File: src/cpu_lab_pkg.sv
/*
 * Shared widths, word types, ALU opcodes and controller states for the
 * register-transfer execution unit. Modules import it with a wildcard.
 */
`default_nettype none

package cpu_lab_pkg;

   ////////////////////////////////////////
   // Widths and register file geometry
   ////////////////////////////////////////
   localparam int DATA_W    = 32;
   localparam int REG_NUM_W = 5;
   localparam int REG_COUNT = 16;
   localparam int LED_W     = 7;
   localparam int LED_REG   = 6;

   typedef logic [DATA_W-1:0]    data_t;
   typedef logic [REG_NUM_W-1:0] reg_num_t;
   typedef logic [LED_W-1:0]     led_t;

   ////////////////////////////////////////
   // ALU operations
   ////////////////////////////////////////
   typedef logic [2:0] alu_op_t;

   localparam alu_op_t OP_ADD = 3'd0;
   localparam alu_op_t OP_SUB = 3'd1;
   localparam alu_op_t OP_AND = 3'd2;
   localparam alu_op_t OP_OR  = 3'd3;
   localparam alu_op_t OP_XOR = 3'd4;
   // Shift amount is the low five bits of b
   localparam alu_op_t OP_SLL = 3'd5;
   localparam alu_op_t OP_SRL = 3'd6;
   // Immediate goes straight to the result
   localparam alu_op_t OP_LDI = 3'd7;

   ////////////////////////////////////////
   // Controller states
   ////////////////////////////////////////
   typedef enum logic [1:0] {
      ST_IDLE,
      ST_READ,
      ST_EXEC,
      ST_DONE
   } ctrl_state_t;

endpackage

`default_nettype wire

File: src/alu.sv
/*
 * Combinational ALU of the execution unit. Operates on the two registered
 * operands, or passes the latched immediate through for load-immediate.
 */
`timescale 1ns/1ps
`default_nettype none

module alu
   import cpu_lab_pkg::*;
(
   input  alu_op_t op,
   input  data_t   a,
   input  data_t   b,
   input  data_t   imm,
   output data_t   result
);

   // Shifts use only the low five bits of b
   logic [4:0] shamt;

   assign shamt = b[4:0];

   ////////////////////////////////////////
   // Operation select
   ////////////////////////////////////////
   always_comb
   begin
      case (op)
         OP_ADD:
         begin
            result = a + b;
         end
         OP_SUB:
         begin
            result = a - b;
         end
         OP_AND:
         begin
            result = a & b;
         end
         OP_OR:
         begin
            result = a | b;
         end
         OP_XOR:
         begin
            result = a ^ b;
         end
         OP_SLL:
         begin
            result = a << shamt;
         end
         OP_SRL:
         begin
            // Logical, zeros shift in from the top
            result = a >> shamt;
         end
         OP_LDI:
         begin
            result = imm;
         end
         default:
         begin
            result = '0;
         end
      endcase
   end

endmodule

`default_nettype wire

File: src/exec_ctrl.sv
/*
 * Command controller. Accepts a start strobe while not busy, latches the
 * command and steps through read, execute and write-back, then pulses done.
 */
`timescale 1ns/1ps
`default_nettype none

module exec_ctrl
   import cpu_lab_pkg::*;
(
   input  wire      clk,
   input  wire      rst,
   input  wire      start,
   input  alu_op_t  op,
   input  reg_num_t dst,
   input  reg_num_t src_a,
   input  reg_num_t src_b,
   input  data_t    imm,
   output logic     busy,
   output logic     done,
   output reg_num_t rnum_a,
   output reg_num_t rnum_b,
   output reg_num_t wnum,
   output logic     we,
   output alu_op_t  op_q,
   output data_t    imm_q
);

   ctrl_state_t state;
   ctrl_state_t state_nxt;

   logic     accept;
   reg_num_t dst_q;
   reg_num_t src_a_q;
   reg_num_t src_b_q;

   // Start counts only while busy is low
   assign accept = start && !busy;

   ////////////////////////////////////////
   // State machine
   ////////////////////////////////////////
   always_comb
   begin
      state_nxt = state;
      case (state)
         ST_IDLE:
         begin
            if (accept)
            begin
               state_nxt = ST_READ;
            end
         end
         ST_READ:
         begin
            state_nxt = ST_EXEC;
         end
         ST_EXEC:
         begin
            state_nxt = ST_DONE;
         end
         ST_DONE:
         begin
            // Back-to-back command may start here
            state_nxt = accept ? ST_READ : ST_IDLE;
         end
         default:
         begin
            state_nxt = ST_IDLE;
         end
      endcase
   end

   always_ff @(posedge clk or posedge rst)
   begin
      if (rst)
      begin
         state <= ST_IDLE;
      end
      else
      begin
         state <= state_nxt;
      end
   end

   ////////////////////////////////////////
   // Command register
   ////////////////////////////////////////
   always_ff @(posedge clk or posedge rst)
   begin
      if (rst)
      begin
         op_q    <= OP_ADD;
         dst_q   <= '0;
         src_a_q <= '0;
         src_b_q <= '0;
      end
      else if (accept)
      begin
         op_q    <= op;
         dst_q   <= dst;
         src_a_q <= src_a;
         src_b_q <= src_b;
      end
   end

   always_ff @(posedge clk)
   begin
      if (accept)
      begin
         imm_q <= imm;
      end
   end

   // Outputs decoded from the state and the latched fields
   assign busy   = (state == ST_READ) || (state == ST_EXEC);
   assign done   = (state == ST_DONE);
   assign we     = (state == ST_EXEC);
   assign rnum_a = src_a_q;
   assign rnum_b = src_b_q;
   assign wnum   = dst_q;

endmodule

`default_nettype wire

File: src/exec_unit_top.sv
/*
 * Top level of the execution unit. Joins the controller, register file and
 * ALU; the debug number reads through the third register file port.
 */
`timescale 1ns/1ps
`default_nettype none

module exec_unit_top
   import cpu_lab_pkg::*;
(
   input  wire      clk,
   input  wire      rst,
   input  wire      start,
   input  alu_op_t  op,
   input  reg_num_t dst,
   input  reg_num_t src_a,
   input  reg_num_t src_b,
   input  data_t    imm,
   input  reg_num_t dbg_num,
   output logic     busy,
   output logic     done,
   output data_t    dbg_data,
   output led_t     led
);

   reg_num_t rnum_a;
   reg_num_t rnum_b;
   reg_num_t wnum;
   logic     we;
   alu_op_t  op_q;
   data_t    imm_q;
   data_t    rdata_a;
   data_t    rdata_b;
   data_t    alu_result;

   ////////////////////////////////////////
   // Controller
   ////////////////////////////////////////
   exec_ctrl u_ctrl (
      .clk    (clk),
      .rst    (rst),
      .start  (start),
      .op     (op),
      .dst    (dst),
      .src_a  (src_a),
      .src_b  (src_b),
      .imm    (imm),
      .busy   (busy),
      .done   (done),
      .rnum_a (rnum_a),
      .rnum_b (rnum_b),
      .wnum   (wnum),
      .we     (we),
      .op_q   (op_q),
      .imm_q  (imm_q)
   );

   ////////////////////////////////////////
   // Datapath
   ////////////////////////////////////////
   reg_file u_regs (
      .clk     (clk),
      .rst     (rst),
      .rnum_a  (rnum_a),
      .rnum_b  (rnum_b),
      .rnum_c  (dbg_num),
      .wnum    (wnum),
      .wdata   (alu_result),
      .we      (we),
      .rdata_a (rdata_a),
      .rdata_b (rdata_b),
      .rdata_c (dbg_data),
      .led     (led)
   );

   alu u_alu (
      .op     (op_q),
      .a      (rdata_a),
      .b      (rdata_b),
      .imm    (imm_q),
      .result (alu_result)
   );

endmodule

`default_nettype wire

File: src/reg_file.sv
/*
 * Register file with 16 words, three registered read ports and an LED tap.
 * Register 0 reads as zero, numbers 16 to 31 alias it and ignore writes.
 * Read ports only update in cycles without a write.
 */
`timescale 1ns/1ps
`default_nettype none

module reg_file
   import cpu_lab_pkg::*;
(
   input  wire      clk,
   input  wire      rst,
   input  reg_num_t rnum_a,
   input  reg_num_t rnum_b,
   input  reg_num_t rnum_c,
   input  reg_num_t wnum,
   input  data_t    wdata,
   input  wire      we,
   output data_t    rdata_a,
   output data_t    rdata_b,
   output data_t    rdata_c,
   output led_t     led
);

   data_t regs [REG_COUNT];

   ////////////////////////////////////////
   // Number decode
   ////////////////////////////////////////

   // True for the writable registers 1 to 15
   function automatic logic is_real_reg(input reg_num_t num);
      return (num != '0) && (num < REG_COUNT);
   endfunction

   // Zero and out-of-range numbers read as zero
   function automatic data_t read_word(input reg_num_t num);
      data_t word;
      if (is_real_reg(num))
      begin
         word = regs[num[$clog2(REG_COUNT)-1:0]];
      end
      else
      begin
         word = '0;
      end
      return word;
   endfunction

   ////////////////////////////////////////
   // Storage and read registers
   ////////////////////////////////////////
   always_ff @(posedge clk or posedge rst)
   begin
      if (rst)
      begin
         for (int i = 0; i < REG_COUNT; i++)
         begin
            regs[i] <= '0;
         end
         rdata_a <= '0;
         rdata_b <= '0;
         rdata_c <= '0;
      end
      else if (we)
      begin
         // Read ports hold while a write lands
         if (is_real_reg(wnum))
         begin
            regs[wnum[$clog2(REG_COUNT)-1:0]] <= wdata;
         end
      end
      else
      begin
         rdata_a <= read_word(rnum_a);
         rdata_b <= read_word(rnum_b);
         rdata_c <= read_word(rnum_c);
      end
   end

   // Raw low bits of r6 for the board LEDs
   assign led = regs[LED_REG][LED_W-1:0];

endmodule

`default_nettype wire
File: config.mk
export PLATFORM = sky130hd
export DESIGN_NAME = exec_unit_top
export DESIGN_NICKNAME = d
export VERILOG_FILES = /design/src/cpu_lab_pkg.sv /design/src/alu.sv /design/src/exec_ctrl.sv /design/src/exec_unit_top.sv /design/src/reg_file.sv
export SDC_FILE = /design/constraint.sdc
export NUM_CORES = 2
export LEC_CHECK = 0
export ABC_AREA = 1
export BUFFER_PORTS_ARGS = -buffer_cell sky130_fd_sc_hd__buf_2
export CELL_PAD_IN_SITES_DETAIL_PLACEMENT = 1
export CELL_PAD_IN_SITES_GLOBAL_PLACEMENT = 1
export CORE_MARGIN = 3
export CORE_UTILIZATION = 45
export DETAILED_ROUTE_END_ITERATION = 8
export HOLD_SLACK_MARGIN = 0.08
export PLACE_DENSITY = 0.76
export SLEW_MARGIN = 20
export SYNTH_ARGS = -nofsm -noshare
export SYNTH_HDL_FRONTEND = slang
export SYNTH_SLANG_ARGS = --single-unit
File: constraint.sdc
create_clock -name clk -period 25.9 [get_ports clk]
set_input_delay 5.18 -clock clk [delete_from_list [all_inputs] [get_ports clk]]
set_output_delay 5.18 -clock clk [all_outputs]
set_load 0.005 [all_outputs]
==> summary.md <==
| Metric | Value |
|---|---|
| Layout fillers | 13300 |
| Maximum clock path buffer count | 3 |
| Logic pwr share | 0.580 |
| Placer Congestion | 1.04 |
| Area Overhead vs Synth | 7.60% |
| Worst slew pin tran | 1.19 ns |
| Slack of the critical path | 18.03 ns |
| First-pass GRT wire length | 344000 um |
| Worst EP arrival | 8.44 ns |
| Max Fclk | 0.127 GHz |
| Avg Cell Area, Syn | 6.57 um2 |
| Pre-CTS setup slack | 17.29 ns |
| Largest net degree at the start of global routing | 255 |
| Cell internal pwr | 0.00306 W |
| Reg clk slew, reported paths | 0.06 ns |
| FF-to-FF Start | u_regs.rdata_b[2] |
| Ys async rst share | 0.952 |
| Share of layout cells above drive strength 1 | 0.0621 |
| Number of global-route vias before repair | 51000 |
| Flop pwr share | 0.254 |
| Post-synth EDFFs | 32 |
| Die Wd | 326 um |
| Latest clock arrival within the worst-skew pair | 0.70 ns |
| Number of antenna violations at the first check in global routing | 21 |
| Root buffer cell | clkbuf_16 |
| Critical Path RT | 26.47 ns |
| Residual DRC | 0 |
| Initial DRC count | 6420 |
| Ys flop type | dfrtp_1 |
| Max FO, Critical Path | 139 |
| Unique masters post-synth | 54 |
| Slew margin rel. | 0.202 |
| Most common cell after layout, fill and taps aside | nand2_1 |
| Starting density of the core | 0.458 |
| Cell Area, Synth | 46200 um2 |
| Worst Hold Class | reg2reg |
| Post-route ant nets | 0 |
| Post-CTS Setup Repair Bufs | 0 |
| GRT Util Overall | 0.430 |
| Fin cells | 8193 |
| Clock power share | 0.166 |
| Die Span Y | 326 um |
| Reg2Reg Setup Slack | 20.66 ns |
| Critical path launch point type | primary input |
| Slew Limit Fails | 0 |
| DR pass1 iterations | 6 |
| Status | complete, no violations |
| CTS Buf Count | 81 |
| Post-layout min period | 7.87 ns |
| Final Skew | 0.0421 ns |
| Mapped Nets | 7194 |
| MaxCap Viol Count | 0 |
| Crit Reg-Reg Endpoint | u_regs.regs[346] |
| IO Count | 99 |
| # hold bufs at CTS | 0 |
| Commonest cells after routing, fill and taps aside | nand2_1, o21ai_0, nand3_1 |
| Switching Share | 0.570 |
| Drt via density | 6.43 |
| Vias | 52700 |
| Core ar. | 101000 um2 |
| GRT overflow | 0 |
| Setup TNS | 0 ns |
| Finish-stage setup viols | 0 |
| Critical path endpoint | u_ctrl.rnum_b[0] |
| Syn. warnings | 0 |
| Post-Route WL | 236000 um |
| PwrDens | 143 nW/um2 |
| Tcrit/Tclk final | 0.304 |
| Setup crit start | rst |
| Sw Pwr | 0.00405 W |
| Dpl hpwl | 150000 um |
| CTS sink cnt | 660 |
| DR WL/cell | 28.8 um |
| Crit end category | async pin |
| VDD IR max | 84.3 uV |
| Final Net Count | 6925 |
| Leak | 24.1 nW |
| Die area | 107000 um2 |
| Placed Instances | 8039 |
| # rows | 116 |
| Critical path class | in2async |
| Hold Vio Cnt, Final | 0 |
| #FFs+latches synth | 660 |
| Reg2Reg Depth | 23 |
| Syn Inst Count | 7034 |
| CTS resizes | 0 |
| Sequential share of the synthesized area | 0.361 |
| H-tree depth | 3 |
| CTS tree | yes |
| RSZ-0062 raised after global routing | no |
| PortBufs | 98 |
==> per-layer routing <==
metal  global-route usage  part of all wire
met1                0.559              0.39
met2                0.645              0.43
met3               0.0894              0.10
met4                0.290             0.079
met5                    0           0.00044
==> area by class of cell <==
type,count,area (um2),share of cell area
diodes,9,22.5,0.000453
clock buffers,118,2290,0.0460
clock inverters,27,375,0.00755
inverters,452,1720,0.0346
multi-input cells,5363,25500,0.513
flip-flops and latches,660,16700,0.336
well taps,1357,1700,0.0342
repair buffers,207,1390,0.0280
==> logic make-up (layout without fill, tap and decap cells) <==
| logic type | Yosys count | after routing | share of synthesized area |
|---|---|---|---|
| simple gates | 3461 | 3461 | 0.307 |
| compound gates | 1760 | 1760 | 0.206 |
| buf+inv | 1011 | 804 | 0.0905 |
| flops | 660 | 660 | 0.361 |
| fa+ha+maj | 102 | 102 | 0.0278 |
| xor+xnor | 40 | 40 | 0.00759 |
| other cells | 0 | 9 | 0 |
==> state kept, by name, indices dropped and copies added, names as in the netlist <==
signal	count
u_regs.regs	505
u_ctrl.imm_q	32
u_regs.rdata_a	32
u_regs.rdata_b	32
u_regs.rdata_c	32
u_regs.led	7
u_ctrl.rnum_a	5
u_ctrl.rnum_b	5
u_ctrl.wnum	5
u_ctrl.op_q	3
u_ctrl.state	2
==> worst max-delay path, cell delays in order <==
cell	delay (ns)
buf_2	0.13
inv_8	0.61
buf_4	0.81
buf_4	0.75
buf_12	0.56
==> through the flow <==
| stage | hold slack (ns) | area [um2] | util | power (W) |
|---|---|---|---|---|
| after floorplan | 0.443 | 46200 | - | 0.00416 |
| after global placement | 0.396 | 47000 | 0.466 | 0.00563 |
| after detailed placement | 0.401 | 47000 | 0.466 | 0.00573 |
| after CTS | 0.411 | 49700 | 0.492 | 0.00694 |
| after global routing | 0.427 | 49700 | 0.492 | 0.00745 |
| final | 0.413 | 49700 | 0.493 | 0.00711 |
==> how the worst min path moves through the flow <==
| stage | start | end | slack (ns) | depth (start not counted) |
|---|---|---|---|---|
| detailed placement | u_regs.regs[507] | u_regs.regs[507] | 0.40 | 0 |
| CTS | u_regs.regs[485] | u_regs.regs[485] | 0.41 | 0 |
| finish | u_regs.regs[510] | u_regs.regs[510] | 0.41 | 0 |
| global placement | u_regs.regs[511] | u_regs.regs[511] | 0.40 | 0 |
| global route | u_regs.regs[491] | u_regs.regs[491] | 0.43 | 0 |
| floorplan | u_ctrl.rnum_a[4] | u_ctrl.rnum_a[4] | 0.44 | 2 |
==> power by group through the flow <==
| stage | Combinational [W] | Sequential, W | Clock, W |
|---|---|---|---|
| 2_1_floorplan | 0.00257 | 0.00159 | 0 |
| 3_3_place_gp | 0.00385 | 0.00178 | 0 |
| 3_5_place_dp | 0.00395 | 0.00179 | 0 |
| 4_1_cts | 0.00397 | 0.00178 | 0.00119 |
| 5_1_grt | 0.00439 | 0.00183 | 0.00123 |
| 6_report | 0.00412 | 0.00181 | 0.00118 |
==> Yosys cell counts, types with 32 or more instances <==
library cell  number  area, um2
buf_2            106        531
edfxtp_1          32        961
a21oi_1          455       2280
nor2_1           372       1400
buf_1             53        199
inv_1            434       1630
dfrtp_1          628      15700
nand2_1         2298       8630
buf_4             42        315
xor2_1            38        333
ha_1             101       1260
o21ai_0         1030       5150
o211ai_1         200       1500
clkbuf_1         346       1300
nand3_1          716       3580
Power figures use the tool's default switching activity.
